## src/rtl/hbus_pkg.sv

```systemverilog
package hbus_pkg;

  typedef logic [31:0] wb_addr_t;   // byte address
  typedef logic [31:0] wb_data_t;
  typedef logic [31:0] hbus_addr_t; // half-word address
  typedef logic [15:0] hbus_data_t; // one beat

  // both enums share one scope, so literals carry a prefix
  typedef enum logic [1:0] {
    S_IDLE,
    S_READ_WAIT,
    S_ACK
  } slave_state_e;

  typedef enum logic [2:0] {
    P_IDLE,
    P_WRITE_CMD,
    P_WRITE_DATA,
    P_READ_CMD,
    P_READ_DATA,
    P_DONE
  } phy_state_e;

endpackage

```

## src/rtl/hbus_req_if.sv

```systemverilog
`timescale 1ns/100ps

interface hbus_req_if;

  logic               req_valid; // one-cycle pulse, spends a credit
  logic               req_we;
  hbus_pkg::wb_addr_t req_adr;
  hbus_pkg::wb_data_t req_wdata;
  logic               credit;    // one-cycle pulse, slot freed

  modport master (
    output req_valid,
    output req_we,
    output req_adr,
    output req_wdata,
    input  credit
  );

  modport slave (
    input  req_valid,
    input  req_we,
    input  req_adr,
    input  req_wdata,
    output credit
  );

endinterface

```

## src/rtl/hbus_phy_ctrl.sv

```systemverilog
`timescale 1ns/100ps

module hbus_phy_ctrl (
  input  logic                 wb_clk,
  input  logic                 wb_rst,
  output hbus_pkg::hbus_addr_t hbus_adr_o,
  input  hbus_pkg::hbus_data_t hbus_dat_i,
  output hbus_pkg::hbus_data_t hbus_dat_o,
  output logic                 hbus_rrq_o,
  output logic                 hbus_wrq_o,
  input  logic                 hbus_ready_i,
  input  logic                 hbus_valid_i,
  input  logic                 hbus_busy_i,
  output logic                 rsp_valid_o,
  output hbus_pkg::wb_data_t   rsp_data_o,
  hbus_req_if.slave            dn_req
);

  hbus_pkg::phy_state_e state_q;
  logic                 pend_q;  // request latched, waiting for device
  logic                 beat_q;  // 0 low half, 1 high half
  logic                 we_q;
  hbus_pkg::wb_addr_t   adr_q;
  hbus_pkg::wb_data_t   wdata_q;
  hbus_pkg::wb_data_t   rdata_q;

  assign hbus_wrq_o = state_q == hbus_pkg::P_WRITE_CMD;
  assign hbus_rrq_o = state_q == hbus_pkg::P_READ_CMD;
  assign hbus_adr_o = hbus_pkg::hbus_addr_t'(adr_q >> 1);
  assign hbus_dat_o = beat_q ? wdata_q[31:16] : wdata_q[15:0];

  assign dn_req.credit = state_q == hbus_pkg::P_DONE;
  assign rsp_valid_o   = (state_q == hbus_pkg::P_DONE) && !we_q;
  assign rsp_data_o    = rdata_q;

  always_ff @(posedge wb_clk) begin
    if (wb_rst) begin
      state_q <= hbus_pkg::P_IDLE;
      pend_q  <= 1'b0;
      beat_q  <= 1'b0;
    end else begin
      case (state_q)
        hbus_pkg::P_IDLE: begin
          if (dn_req.req_valid) begin
            pend_q <= 1'b1;
          end else if (pend_q && !hbus_busy_i) begin
            pend_q  <= 1'b0;
            state_q <= we_q ? hbus_pkg::P_WRITE_CMD : hbus_pkg::P_READ_CMD;
          end
        end
        hbus_pkg::P_WRITE_CMD: begin
          if (hbus_ready_i) begin
            beat_q  <= 1'b0;
            state_q <= hbus_pkg::P_WRITE_DATA;
          end
        end
        hbus_pkg::P_WRITE_DATA: begin
          if (hbus_ready_i) begin
            beat_q <= 1'b1;
            if (beat_q) begin
              state_q <= hbus_pkg::P_DONE;
            end
          end
        end
        hbus_pkg::P_READ_CMD: begin
          if (hbus_ready_i) begin
            beat_q  <= 1'b0;
            state_q <= hbus_pkg::P_READ_DATA;
          end
        end
        hbus_pkg::P_READ_DATA: begin
          if (hbus_valid_i) begin
            beat_q <= 1'b1;
            if (beat_q) begin
              state_q <= hbus_pkg::P_DONE;
            end
          end
        end
        default: begin
          beat_q  <= 1'b0;
          state_q <= hbus_pkg::P_IDLE;
        end
      endcase
    end
  end

  always_ff @(posedge wb_clk) begin
    if (state_q == hbus_pkg::P_IDLE && dn_req.req_valid) begin
      we_q    <= dn_req.req_we;
      adr_q   <= dn_req.req_adr;
      wdata_q <= dn_req.req_wdata;
    end
    if (state_q == hbus_pkg::P_READ_DATA && hbus_valid_i) begin
      if (beat_q) begin
        rdata_q[31:16] <= hbus_dat_i;
      end else begin
        rdata_q[15:0] <= hbus_dat_i;
      end
    end
  end

endmodule

```

## src/rtl/hbus_req_fifo.sv

```systemverilog
`timescale 1ns/100ps

module hbus_req_fifo #(
  parameter int FIFO_DEPTH = 4
) (
  input  logic       wb_clk,
  input  logic       wb_rst,
  hbus_req_if.slave  up_req,
  hbus_req_if.master dn_req
);

  localparam int PTR_W      = (FIFO_DEPTH > 1) ? $clog2(FIFO_DEPTH) : 1;
  localparam int CNT_W      = $clog2(FIFO_DEPTH + 1);
  localparam int DN_CREDITS = 1; // the phy holds a single request

  logic               we_mem    [FIFO_DEPTH];
  hbus_pkg::wb_addr_t adr_mem   [FIFO_DEPTH];
  hbus_pkg::wb_data_t wdata_mem [FIFO_DEPTH];
  logic [PTR_W-1:0]   wr_ptr_q;
  logic [PTR_W-1:0]   rd_ptr_q;
  logic [CNT_W-1:0]   count_q;
  logic [1:0]         dn_credit_q;
  logic               push;
  logic               pop;

  assign push = up_req.req_valid;
  assign pop  = (count_q != '0) && (dn_credit_q != '0);

  assign dn_req.req_valid = pop;
  assign dn_req.req_we    = we_mem[rd_ptr_q];
  assign dn_req.req_adr   = adr_mem[rd_ptr_q];
  assign dn_req.req_wdata = wdata_mem[rd_ptr_q];
  assign up_req.credit    = pop; // slot is free once the head leaves

  always_ff @(posedge wb_clk) begin
    if (push) begin
      we_mem[wr_ptr_q]    <= up_req.req_we;
      adr_mem[wr_ptr_q]   <= up_req.req_adr;
      wdata_mem[wr_ptr_q] <= up_req.req_wdata;
    end
  end

  always_ff @(posedge wb_clk) begin
    if (wb_rst) begin
      wr_ptr_q    <= '0;
      rd_ptr_q    <= '0;
      count_q     <= '0;
      dn_credit_q <= 2'(DN_CREDITS);
    end else begin
      if (push) begin
        wr_ptr_q <= (wr_ptr_q == PTR_W'(FIFO_DEPTH - 1)) ? '0 : wr_ptr_q + 1'b1;
      end
      if (pop) begin
        rd_ptr_q <= (rd_ptr_q == PTR_W'(FIFO_DEPTH - 1)) ? '0 : rd_ptr_q + 1'b1;
      end
      count_q     <= count_q + CNT_W'(push) - CNT_W'(pop);
      dn_credit_q <= dn_credit_q + 2'(dn_req.credit) - 2'(pop);
    end
  end

endmodule

```

## src/rtl/hbus_wishbone.sv

```systemverilog
`timescale 1ns/100ps

module hbus_wishbone #(
  parameter int FIFO_DEPTH = 4
) (
  input  logic                 wb_clk,
  input  logic                 wb_rst,
  input  hbus_pkg::wb_addr_t   wb_adr_i,
  input  hbus_pkg::wb_data_t   wb_dat_i,
  input  logic                 wb_we_i,
  input  logic                 wb_cyc_i,
  input  logic                 wb_stb_i,
  output hbus_pkg::wb_data_t   wb_dat_o,
  output logic                 wb_ack_o,
  output logic                 wb_err_o,
  output logic                 wb_rty_o,
  output hbus_pkg::hbus_addr_t hbus_adr_o,
  input  hbus_pkg::hbus_data_t hbus_dat_i,
  output hbus_pkg::hbus_data_t hbus_dat_o,
  output logic                 hbus_rrq_o,
  output logic                 hbus_wrq_o,
  input  logic                 hbus_ready_i,
  input  logic                 hbus_valid_i,
  input  logic                 hbus_busy_i
);

  logic               rsp_valid; // read done, one cycle
  hbus_pkg::wb_data_t rsp_data;

  hbus_req_if up_req ();
  hbus_req_if dn_req ();

  wb_hbus_slave #(
    .FIFO_DEPTH (FIFO_DEPTH)
  ) i_wb_hbus_slave (
    .wb_clk      (wb_clk),
    .wb_rst      (wb_rst),
    .wb_adr_i    (wb_adr_i),
    .wb_dat_i    (wb_dat_i),
    .wb_we_i     (wb_we_i),
    .wb_cyc_i    (wb_cyc_i),
    .wb_stb_i    (wb_stb_i),
    .wb_dat_o    (wb_dat_o),
    .wb_ack_o    (wb_ack_o),
    .wb_err_o    (wb_err_o),
    .wb_rty_o    (wb_rty_o),
    .rsp_valid_i (rsp_valid),
    .rsp_data_i  (rsp_data),
    .up_req      (up_req.master)
  );

  hbus_req_fifo #(
    .FIFO_DEPTH (FIFO_DEPTH)
  ) i_hbus_req_fifo (
    .wb_clk (wb_clk),
    .wb_rst (wb_rst),
    .up_req (up_req.slave),
    .dn_req (dn_req.master)
  );

  hbus_phy_ctrl i_hbus_phy_ctrl (
    .wb_clk       (wb_clk),
    .wb_rst       (wb_rst),
    .hbus_adr_o   (hbus_adr_o),
    .hbus_dat_i   (hbus_dat_i),
    .hbus_dat_o   (hbus_dat_o),
    .hbus_rrq_o   (hbus_rrq_o),
    .hbus_wrq_o   (hbus_wrq_o),
    .hbus_ready_i (hbus_ready_i),
    .hbus_valid_i (hbus_valid_i),
    .hbus_busy_i  (hbus_busy_i),
    .rsp_valid_o  (rsp_valid),
    .rsp_data_o   (rsp_data),
    .dn_req       (dn_req.slave)
  );

endmodule

```

## src/rtl/wb_hbus_slave.sv

```systemverilog
`timescale 1ns/100ps

module wb_hbus_slave #(
  parameter int FIFO_DEPTH = 4
) (
  input  logic               wb_clk,
  input  logic               wb_rst,
  input  hbus_pkg::wb_addr_t wb_adr_i,
  input  hbus_pkg::wb_data_t wb_dat_i,
  input  logic               wb_we_i,
  input  logic               wb_cyc_i,
  input  logic               wb_stb_i,
  output hbus_pkg::wb_data_t wb_dat_o,
  output logic               wb_ack_o,
  output logic               wb_err_o,
  output logic               wb_rty_o,
  input  logic               rsp_valid_i,
  input  hbus_pkg::wb_data_t rsp_data_i,
  hbus_req_if.master         up_req
);

  localparam int CNT_W = $clog2(FIFO_DEPTH + 1);

  hbus_pkg::slave_state_e state_q;
  logic [CNT_W-1:0]       credit_q;
  logic                   req_valid_q;
  logic                   req_we_q;
  hbus_pkg::wb_addr_t     req_adr_q;
  hbus_pkg::wb_data_t     req_wdata_q;
  logic                   strobe;
  logic                   misaligned;
  logic                   has_credit;
  logic                   issue;

  assign strobe     = wb_cyc_i & wb_stb_i;
  assign misaligned = wb_adr_i[1:0] != 2'b00;
  assign has_credit = credit_q != '0;
  assign issue      = (state_q == hbus_pkg::S_IDLE) && strobe && !misaligned && has_credit;

  assign up_req.req_valid = req_valid_q;
  assign up_req.req_we    = req_we_q;
  assign up_req.req_adr   = req_adr_q;
  assign up_req.req_wdata = req_wdata_q;

  // credit is spent in the cycle the request pulse goes out
  always_ff @(posedge wb_clk) begin
    if (wb_rst) begin
      credit_q <= CNT_W'(FIFO_DEPTH);
    end else begin
      credit_q <= credit_q + CNT_W'(up_req.credit) - CNT_W'(req_valid_q);
    end
  end

  always_ff @(posedge wb_clk) begin
    if (wb_rst) begin
      state_q     <= hbus_pkg::S_IDLE;
      req_valid_q <= 1'b0;
      wb_ack_o    <= 1'b0;
      wb_err_o    <= 1'b0;
      wb_rty_o    <= 1'b0;
    end else begin
      req_valid_q <= issue;
      case (state_q)
        hbus_pkg::S_IDLE: begin
          if (strobe) begin
            if (misaligned) begin
              wb_err_o <= 1'b1; // no request goes out
              state_q  <= hbus_pkg::S_ACK;
            end else if (!has_credit) begin
              wb_rty_o <= 1'b1;
              state_q  <= hbus_pkg::S_ACK;
            end else if (wb_we_i) begin
              wb_ack_o <= 1'b1; // posted write
              state_q  <= hbus_pkg::S_ACK;
            end else begin
              state_q  <= hbus_pkg::S_READ_WAIT;
            end
          end
        end
        hbus_pkg::S_READ_WAIT: begin
          if (rsp_valid_i) begin
            wb_ack_o <= 1'b1;
            state_q  <= hbus_pkg::S_ACK;
          end
        end
        default: begin
          // the strobe is still up while the answer is out
          wb_ack_o <= 1'b0;
          wb_err_o <= 1'b0;
          wb_rty_o <= 1'b0;
          state_q  <= hbus_pkg::S_IDLE;
        end
      endcase
    end
  end

  always_ff @(posedge wb_clk) begin
    if (issue) begin
      req_we_q    <= wb_we_i;
      req_adr_q   <= wb_adr_i;
      req_wdata_q <= wb_dat_i;
    end
    if (state_q == hbus_pkg::S_READ_WAIT && rsp_valid_i) begin
      wb_dat_o <= rsp_data_i;
    end
  end

endmodule

```

## config.mk

```make
export PLATFORM = sky130hd
export DESIGN_NAME = hbus_wishbone
export DESIGN_NICKNAME = d
export VERILOG_FILES = /design/src/rtl/hbus_pkg.sv /design/src/rtl/hbus_req_if.sv /design/src/rtl/hbus_phy_ctrl.sv /design/src/rtl/hbus_req_fifo.sv /design/src/rtl/hbus_wishbone.sv /design/src/rtl/wb_hbus_slave.sv
export SDC_FILE = /design/constraint.sdc
export NUM_CORES = 1
export LEC_CHECK = 0
export ABC_AREA = 1
export BUFFER_PORTS_ARGS = -buffer_cell sky130_fd_sc_hd__buf_4
export CORE_AREA = 2 2 140 278
export CTS_CLUSTER_DIAMETER = 120
export DETAILED_ROUTE_END_ITERATION = 10
export DIE_AREA = 0 0 142 280
export GPL_ROUTABILITY_DRIVEN = 1
export GPL_TIMING_DRIVEN = 0
export HOLD_SLACK_MARGIN = 0.12
export PLACE_DENSITY = 0.63
export SETUP_SLACK_MARGIN = 0.1
export SKIP_CTS_REPAIR_TIMING = 1
export SLEW_MARGIN = 20
export SYNTH_ARGS = -nofsm -noshare
export SYNTH_HDL_FRONTEND = slang
export SYNTH_SLANG_ARGS = --single-unit
```

## constraint.sdc

```tcl
create_clock -name wb_clk -period 7.55 [get_ports wb_clk]
set_input_delay 0.3775 -clock wb_clk [delete_from_list [all_inputs] [get_ports wb_clk]]
set_output_delay 0.3775 -clock wb_clk [all_outputs]
set_load 0.01 [all_outputs]
```

== Word level (Yosys, flattened, before mapping) ==
Memory sizes are Yosys's and may differ from the RTL's. A register that Yosys moved wholly into a read port is not among the register bits.
Cells that the tools add are included.
Storage, ports and cells
  register bits after elaboration: 152
  bits in writable memories: 260
  output and inout port bits: 85
  logic and storage cells: 124
  memories: 3
Memory list
  i_hbus_req_fifo.adr_mem: depth 4, width 32, rd ports 1, clocked after memory_dff 1, wr ports 1, line hbus_req_fifo.sv:17  | hbus_pkg::wb_addr_t adr_mem [FIFO_DEPTH];
  i_hbus_req_fifo.wdata_mem: depth 4, width 32, rd ports 1, clocked after memory_dff 1, wr ports 1, line hbus_req_fifo.sv:18  | hbus_pkg::wb_data_t wdata_mem [FIFO_DEPTH];
  i_hbus_req_fifo.we_mem: depth 4, width 1, rd ports 1, clocked after memory_dff 1, wr ports 1, line hbus_req_fifo.sv:16  | logic we_mem [FIFO_DEPTH];
Cells by class
  add/sub/neg operators: 8
  eq/ne operators: 22
  mux-type cells: 39
  bitwise gates (word level): 4
  reduce and logical (&&, ||, !) cells: 29
Operators with widths (number)
  $mux 3: 7
  $mux 1: 17
  $mux 16: 1
  $mux 2: 8
  $ne 2x1->1 const B: 8
  $pmux 3 s5: 1
  $ne 2x2->1 const B: 6
  $logic_and 1x1->1: 9
  $reduce_and 2->1: 4
  $reduce_and 4->1: 2
  $add 3x1->3: 2
  $eq 3x2->1 const B: 2
  $eq 3x3->1 const B: 2
  $pmux 1 s2: 3
  $reduce_and 6->1: 1
  $reduce_bool 2->1: 3
  $reduce_bool 3->1: 2
  $sub 3x1->3: 2
  $reduce_and 5->1: 1
  $add 2x1->2 const B: 2
  $eq 2x2->1 const B: 2
  $pmux 1 s4: 1
  $pmux 2 s2: 1
  $eq 3x1->1 const B: 1
  10 further kinds: 14

== Longest topological paths before layout ==
Gate-level depths: netlist of the first run.
  depth in word-level cells: 5
  depth in mapped cells: 10
  gate-level depth less buffers: 10

== Cells and area by module ==
From an unflattened synthesis of the first run, not the netlist that was laid out.
Unflattened totals
  cell total of the unflattened synthesis: 1064
  area, all modules: 17342.9 um^2
Modules (own cells, without submodules)
  hbus_req_fifo: times used 1, cells each 698, area an instance 10517.6 um^2
  hbus_phy_ctrl: times used 1, cells each 205, area an instance 3433.3 um^2
  wb_hbus_slave: times used 1, cells each 161, area an instance 3392.0 um^2

== Least setup slack after synthesis of the first run ==
OpenSTA, ideal clock, no wires.
  kind: input port to flip-flop
  start: input wb_adr_i[1]
  end: register i_wb_hbus_slave.req_adr_q[10] (netlist: i_wb_hbus_slave.up_req.req_adr[10]), enable pin
  setup time: 0.565 ns
  arrival: 5.107 ns
  data required time: 6.985 ns
  path slack: 1.879 ns
  stages on the path: 3
  buffers on the path: 0
  path through: nor2_1 nand2_1 nor3_1
On the way
  longest elaborated chain between the ends: 4
RTL lines
  from (decl): line hbus_wishbone.sv:8  | input hbus_pkg::wb_addr_t wb_adr_i,
  $reduce_bool 2->1: line wb_hbus_slave.sv:36  | assign misaligned = wb_adr_i[1:0] != 2'b00;
  $logic_not 1->1: line wb_hbus_slave.sv:38  | assign issue = (state_q == hbus_pkg::S_IDLE) && strobe && !misaligned && has_credit;
  $logic_and 1x1->1 (2 in a row): line wb_hbus_slave.sv:38
  named net i_wb_hbus_slave.issue: line wb_hbus_slave.sv:33  | logic issue;
  to (signal assigned): line wb_hbus_slave.sv:100  | req_adr_q <= wb_adr_i;
  to (decl): line wb_hbus_slave.sv:28  | hbus_pkg::wb_addr_t req_adr_q;
The timed path passes the listed nets, and every way through them passes these cells.
A chain may end at the register's enable or synchronous reset.

== Final worst setup path of the first run ==
  start: input wb_adr_i[1]
  end: register i_wb_hbus_slave.req_wdata_q[20] (netlist: i_wb_hbus_slave.up_req.req_wdata[20]), enable pin
On the way
  longest elaborated chain between the ends: 4
RTL lines
  $reduce_bool 2->1: line wb_hbus_slave.sv:36
  $logic_not 1->1: line wb_hbus_slave.sv:38
  $logic_and 1x1->1 (2 in a row): line wb_hbus_slave.sv:38
  named net i_wb_hbus_slave.issue: line wb_hbus_slave.sv:33
  to (signal assigned): line wb_hbus_slave.sv:101  | req_wdata_q <= wb_dat_i;
  to (decl): line wb_hbus_slave.sv:29  | hbus_pkg::wb_data_t req_wdata_q;
The timed path passes the listed nets, and every way through them passes these cells.

==> results of run 1 <==
worst min-delay path, stage by stage:
cell and delay, ns:
buf_4 0.10, o21ai_0 0.08, a21oi_1 0.12
registers in the layout, summed over array words and instances, names as in the netlist, 4 cells and up:
register / cells
i_hbus_req_fifo.wdata_mem: 128
i_hbus_req_fifo.adr_mem: 124
i_hbus_phy_ctrl.rsp_data_o: 32
i_hbus_phy_ctrl.wdata_q: 32
i_wb_hbus_slave.up_req.req_wdata: 32
i_wb_hbus_slave.wb_dat_o: 32
i_hbus_phy_ctrl.adr_q: 31
i_wb_hbus_slave.up_req.req_adr: 31
i_hbus_req_fifo.we_mem: 4
path summary, 6_finish.rpt:
| kind | slack, ns | to | from | cells after the start |
|---|---|---|---|---|
| worst min-delay path | 0.19 | i_hbus_phy_ctrl.pend_q | hbus_busy_i | 3 |
| worst max register to register | 5.15 | i_wb_hbus_slave.up_req.req_wdata[20] | i_wb_hbus_slave.state_q[0] | 7 |
| worst max-delay path | 4.96 | i_wb_hbus_slave.up_req.req_wdata[20] | wb_adr_i[1] | 9 |
| worst min register to register | 0.42 | i_wb_hbus_slave.wb_dat_o[1] | i_hbus_phy_ctrl.rsp_data_o[1] | 0 |
layer usage:
metal	track usage, %	share of wire (%)	vias to the layer above
li1	-	-	4492
met1	18.1	36	4635
met4	7.79	3.6	0
met2	34.1	56	272
met5	0	0	-
met3	2.37	4.1	73
Yosys cell counts:
| cell | n |
|---|---|
| nand2_1 | 76 |
| o21a_1 | 1 |
| ha_1 | 9 |
| edfxtp_1 | 448 |
| o22ai_1 | 64 |
| a31oi_1 | 2 |
| conb_1 | 1 |
| buf_6 | 7 |
| o21ai_0 | 115 |
| xnor2_1 | 3 |
| nor2_4 | 3 |
| buf_4 | 9 |
| nand3b_2 | 1 |
| nand2_4 | 1 |
| dfxtp_1 | 23 |
| nor2_2 | 2 |
| nand3_2 | 1 |
| fa_1 | 2 |
| inv_2 | 5 |
| clkbuf_1 | 25 |
| xor2_1 | 2 |
| nor4_1 | 2 |
| a21oi_1 | 11 |
| or2_2 | 1 |
| nor3_1 | 4 |
| buf_2 | 6 |
| nor2_1 | 163 |
| nand2_2 | 4 |
| nand3_1 | 7 |
| buf_1 | 1 |
| o21ai_1 | 21 |
| inv_1 | 29 |
| or2_4 | 1 |
power groups by stage:
stage	Combinational (mW)	Clock [mW]	Sequential, mW
CTS	1.87	2.13	3.36
finish	1.86	2.07	3.36
detailed placement	1.86	0	3.41
global placement	1.74	0	3.43
global route	2.04	2.22	3.38
floorplan	0.991	0	3.42
per-stage QoR:
stage | setup slack [ns] | total power [mW] | TNS (ns) | util [%]
final | 4.96 | 7.29 | 0 | 55.7
after global routing | 4.79 | 7.64 | 0 | 55.7
after CTS | 5.10 | 7.36 | 0 | 53.5
after detailed placement | 4.93 | 5.27 | 0 | 50.0
after global placement | -1.62 | 5.17 | -102.18 | 49.3
after floorplan | 1.88 | 4.41 | 0 | -
cells by family (layout without fill, tap and decap cells):
logic type / Yosys count / after routing / share of synthesized area (%)
xor gates and xnor gates: 5 / 5 / 0.261
adders and majority gates: 11 / 11 / 0.911
other: 1 / 1 / 0.0224
DFF: 471 / 471 / 83.0
buffers and inverters: 82 / 420 / 2.40
and+or+nand+nor: 266 / 266 / 6.47
AOI/OAI and AO/OA: 214 / 214 / 6.90
cell type report:
cell class	instances	area (um2)	area share, %
Sequential cell	471	13900	66.2
Inverter	34	138	0.654
Clock buffer	51	1070	5.11
Buffer	48	274	1.30
Timing Repair Buffer	270	2350	11.2
Clock inverter	17	241	1.15
Multi-Input combinational cell	497	2450	11.7
Tap cell	463	579	2.75
==> summary.txt, run 1 <==
Run status
  – Status: finished clean

Global route
  – Initial antenna violation count: 0
  – GRT overflow: 0
  – Vias in the first global route: 9299
  – Gr usage total: 17.5%
  – Largest net degree at the start of global routing: 40
  – First-pass GRT wire length: 52100 um

Clock network
  – Longest Clk Path Bufs: 3
  – Sink Count: 471
  – Total CTS buffers: 39
  – Worst-Skew Late Latency: 0.54 ns
  – H-tree depth: 2
  – Clock root cell: clkbuf_16
  – CTS tree: done
  – Clk pin slew, worst setup/hold paths: 0.07 ns

Setup path
  – Critical path required time: 7.78 ns
  – Critical Path Most Common Cell: buf_4
  – CP Max Fanout: 11
  – Crit path DAT: 2.82 ns
  – Worst path slowest cell: dlygate4sd3_1
  – Setup crit start kind: input pin
  – Cell Chain, Critical Path: dlygate4sd3_1 > buf_4 > nor2_1 > nand2_1 > nor3_2 > buf_4 > buf_4 > buf_4 > buf_4
  – Worst setup EP type: flop
  – CP max stage delay: 0.54 ns
  – Buf+Inv Stages, Crit Path: 6
  – CP delay by family, top: buffers and inverters
  – Setup Crit Path Kind: in -> reg

Finish
  – Commonest non-fill, non-tap cells in the layout: edfxtp_1, buf_4, nor2_1
  – # diodes: 0
  – P&R area growth vs syn: 25.5%
  – Non-filler cells, final: 1851
  – Final-layout fill cell count: 2937
  – Design area: 21000 um2
  – Fin nets: 1460
  – Commonest non-fill, non-tap cell in the layout: edfxtp_1
  – Share of layout cells above drive strength 1: 21.0%

Synth
  – Netlist cell types: 33
  – Largest cells by area after synthesis: edfxtp_1, nor2_1, o21ai_0
  – Yosys top cell area share: 80.3%
  – Yosys top cell by area: edfxtp_1
  – Warnings, synthesis: 0
  – Sequential area share after synthesis: 83.0%
  – Syn Std Cell Area: 16800 um2
  – Syn nets: 1149
  – Post-Synthesis Cells: 1050
  – FF+latch count, synth: 471
  – Syn_area_per_cell: 16.0 um2

Routing
  – Drt pass-1 iters: 5
  – Initial DRC Count: 510
  – Detail Route Antenna Nets: 0
  – Average wire per standard cell: 19.1 um
  – Routed vias: 9472
  – DRC errors left: 0
  – DRT Wirelength: 35400 um
  – Vias per cell: 5.12

STA
  – Hold WS: 0.189 ns
  – Measured slew at the worst slew-check pin: 0.836 ns
  – Final Hold Viols: 0
  – Tcrit/Tclk final: 34.3%
  – Final Setup Violations: 0
  – RSZ-0062 raised after global routing: false
  – Fin crit period: 2.59 ns
  – Maximum clock rate: 387 MHz
  – Relative slew margins: 44.2%
  – Clock Skews: 0.00910 ns
  – Slew Limit Fails: 0

Die
  – Die width: 142 um
  – Core area: 37800 um2
  – # rows: 101
  – I/O pin cnt: 173
  – Die height: 280 um
  – Die area: 39800 um2
  – Starting density of the core: 44.3%

Placement
  – Area post-placement: 18900 um2
  – Placed insts: 1702
  – Final GP Congestion: 0.803
  – Dpl hpwl: 23300 um
  – Port Buffers: 171

Power and ir drop
  – Combinational Power Share: 25.5%
  – P_sw: 2.15 mW
  – Cell Int Power: 5.14 mW
  – Seq pwr share: 46.0%
  – Switching share of total power: 29.5%
  – Pwr Density: 347 nW/um2
  – Clock Power Share: 28.4%
  – Static Leak: 7.43 nW
  – Peak supply drop: 0.186 mV

Hold path
  – Hold WC Path Type: in -> reg

Run
  – Max-Cap Viols: 0
Power figures use the tool's default switching activity.
==> inputs of run 2 (changes only) <==
clock period = 2.66 ns   (was 7.55 ns; I/O delays follow)
==> run 2 against run 1 <==
Flip-flop and latch count is the same. Clock power grew to 2.9 times the previous value. Setup slack lost 4.4 ns. Clock-buffer cell count shrank 8. Register-to-register slack lost 4.6 ns.
==> summary.txt, run 2 (synthesis gave the netlist of run 1 again) <==
STA
  – Maximum clock rate: 480 MHz
  – Relative slew margins: 43.9% (was 44.2%)
  – RSZ-0062 raised after global routing: false (unchanged)
  – Clock Skews: 0.0144 ns (was 0.00910 ns)
  – Fin crit period: 2.08 ns
  – Slew Limit Fails: 0 (unchanged)
  – Final Setup Violations: 0 (unchanged)
  – Tcrit/Tclk final: 78.3%
  – Hold WS: 0.0901 ns (was 0.189 ns)
  – Final worst setup slack: 0.576 ns (was 4.96 ns)
  – Measured slew at the worst slew-check pin: 0.840 ns (was 0.836 ns)
  – Final setup TNS: 0 ns (unchanged)
  – Final Hold Viols: 0 (unchanged)

Setup path
  – Crit path DAT: 2.33 ns (was 2.82 ns)
  – CP max stage delay: 0.57 ns (was 0.54 ns)
  – Worst path slowest cell: nor2_4 (was dlygate4sd3_1)
  – Critical Path Most Common Cell: buf_16 (was buf_4)
  – CP delay by family, top: simple AND/OR/NAND/NOR gates (was buffers and inverters)
  – Worst setup EP type: flop (unchanged)
  – Critical path required time: 2.91 ns (was 7.78 ns)
  – Setup crit start kind: flop (was input pin)
  – Cell Chain, Critical Path: nor2_1 > nand2_1 > nand2_2 > nor2_4 > buf_16 > buf_16 (was dlygate4sd3_1 > buf_4 > nor2_1 > nand2_1 > nor3_2 > buf_4 > buf_4 > buf_4 > buf_4)
  – Buf+Inv Stages, Crit Path: 2 (was 6)
  – CP Max Fanout: 22 (was 11)
  – Setup Crit Path Kind: reg -> reg (was in -> reg)

Finish
  – # diodes: 0 (unchanged)
  – P&R area growth vs syn: 26.3% (was 25.5%)
  – Share of layout cells above drive strength 1: 21.4% (was 21.0%)
  – Largest regs: i_hbus_req_fifo.wdata_mem x128, i_hbus_req_fifo.adr_mem x124 (unchanged)
  – Top reg by flops: i_hbus_req_fifo.wdata_mem (unchanged)
  – Commonest non-fill, non-tap cell in the layout: edfxtp_1 (unchanged)
  – Non-filler cells, final: 1854 (was 1851)
  – Fin nets: 1460 (unchanged)
  – Commonest non-fill, non-tap cells in the layout: edfxtp_1, buf_4, nor2_1 (unchanged)
  – Largest register FFs: 128 (unchanged)

Die
  – I/O pin cnt: 173 (unchanged)
  – Core area: 37800 um2 (unchanged)
  – Die height: 280 um (unchanged)
  – Starting density of the core: 44.3% (unchanged)
  – Die width: 142 um (unchanged)
  – Die area: 39800 um2 (unchanged)
  – # rows: 101 (unchanged)

Placement
  – Final GP Congestion: 0.774 (was 0.803)
  – Pre-CTS WS: 0.553 ns (was 4.93 ns)
  – Port Buffers: 171 (unchanged)
  – Placed insts: 1697 (was 1702)
  – Dpl hpwl: 23400 um (was 23300 um)

Run status
  – Status: finished clean (unchanged)

Routing
  – DRT Wirelength: 36100 um (was 35400 um)
  – Detail Route Antenna Nets: 0 (unchanged)
  – Drt pass-1 iters: 7 (was 5)
  – Routed vias: 9516 (was 9472)
  – Initial DRC Count: 609 (was 510)
  – DRC errors left: 0 (unchanged)
  – Vias per cell: 5.13 (was 5.12)
  – Average wire per standard cell: 19.5 um (was 19.1 um)

Clock network
  – Sink Count: 471 (unchanged)
  – H-tree depth: 2 (unchanged)
  – CTS tree: done (unchanged)
  – Worst-Skew Late Latency: 0.55 ns (was 0.54 ns)
  – Total CTS buffers: 40 (was 39)
  – Clock root cell: clkbuf_16 (unchanged)
  – Clk pin slew, worst setup/hold paths: 0.07 ns (about the same)
  – Longest Clk Path Bufs: 3 (unchanged)

Hold path
  – Hold WC Path Type: in -> reg (unchanged)

Power and ir drop
  – Peak supply drop: 0.509 mV (was 0.186 mV)
  – Static Leak: 7.48 nW (was 7.43 nW)
  – Pwr Density: 990 nW/um2 (was 347 nW/um2)

Global route
  – First-pass GRT wire length: 52800 um (was 52100 um)
  – Met3 Track Usage GR: 2.47% (was 2.37%)
  – Gr usage total: 17.8% (was 17.5%)
  – Initial antenna violation count: 0 (unchanged)
  – Vias in the first global route: 9634 (was 9299)
  – Met1 Track Usage GR: 18.1% (about the same)
  – Met2 usage: 34.2% (was 34.1%)
  – GRT overflow: 0 (unchanged)
  – GR peak layer: met2 (unchanged)
  – Largest net degree at the start of global routing: 42 (was 40)

Run
  – Max-Cap Viols: 0 (unchanged)
-- run 2: cell types whose count changed in the layout (fill, tap and decap cells not counted), moves of 4 or more --
cell / before / now
buf_4: 191 / 180
dlygate4sd3_1: 81 / 85
buf_8: 0 / 5
clkinv_1: 5 / 9
clkbuf_1: 34 / 27
-- run 2: final timing paths --
check	to	slack, ns	cells after the start	from
max	i_hbus_phy_ctrl.wdata_q[28]	0.58	6	i_hbus_req_fifo.count_q[1]
min	i_hbus_phy_ctrl.beat_q	0.09	6	hbus_valid_i
max reg2reg	i_hbus_phy_ctrl.wdata_q[28]	0.58	6	i_hbus_req_fifo.count_q[1]
min reg2reg	i_wb_hbus_slave.wb_dat_o[7]	0.42	0	i_hbus_phy_ctrl.rsp_data_o[7]
-- run 2: final cells by class --
cell class,count,area (um2)
inverter,34,138
fill,2912,16600
clock inverter,29,319
clock buffer,43,1030
multi-input combinational,497,2480
timing repair buffer,269,2430
buffer,48,274
tap,463,579
sequential,471,13900
-- run 2: per-stage QoR --
stage / total power, mW / instance area, um2 / utilization [%]
2_1_floorplan: 12.5 / 16800 / -
3_3_place_gp: 14.7 / 18600 / 49.3
3_5_place_dp: 15.0 / 19000 / 50.2
4_1_cts: 21.1 / 20300 / 53.8
5_1_grt: 21.9 / 21200 / 56.0
6_report: 21.0 / 21200 / 56.0
-- run 2: worst register-to-register path, stage by stage, from the launching register on --
cell     delay, ns
dfxtp_1       0.39
nor2_1        0.07
nand2_1       0.10
nand2_2       0.18
nor2_4        0.57
buf_16        0.26
buf_16        0.20
-- run 2: power by group --
part | switching (mW) | leakage [nW] | total (mW) | internal, mW
sequential | 0.356 | 4.25 | 9.53 | 9.18
clock | 2.62 | 0.657 | 6.05 | 3.43
combinational | 3.34 | 2.56 | 5.38 | 2.04
total | 6.31 | 7.48 | 21.0 | 14.6
-- run 2: routing by layer --
metal | wire length, um | up-vias
met5 | 0 | -
met4 | 1600 | 0
met3 | 1510 | 82
met2 | 20400 | 306
met1 | 12600 | 4629
li1 | - | 4499
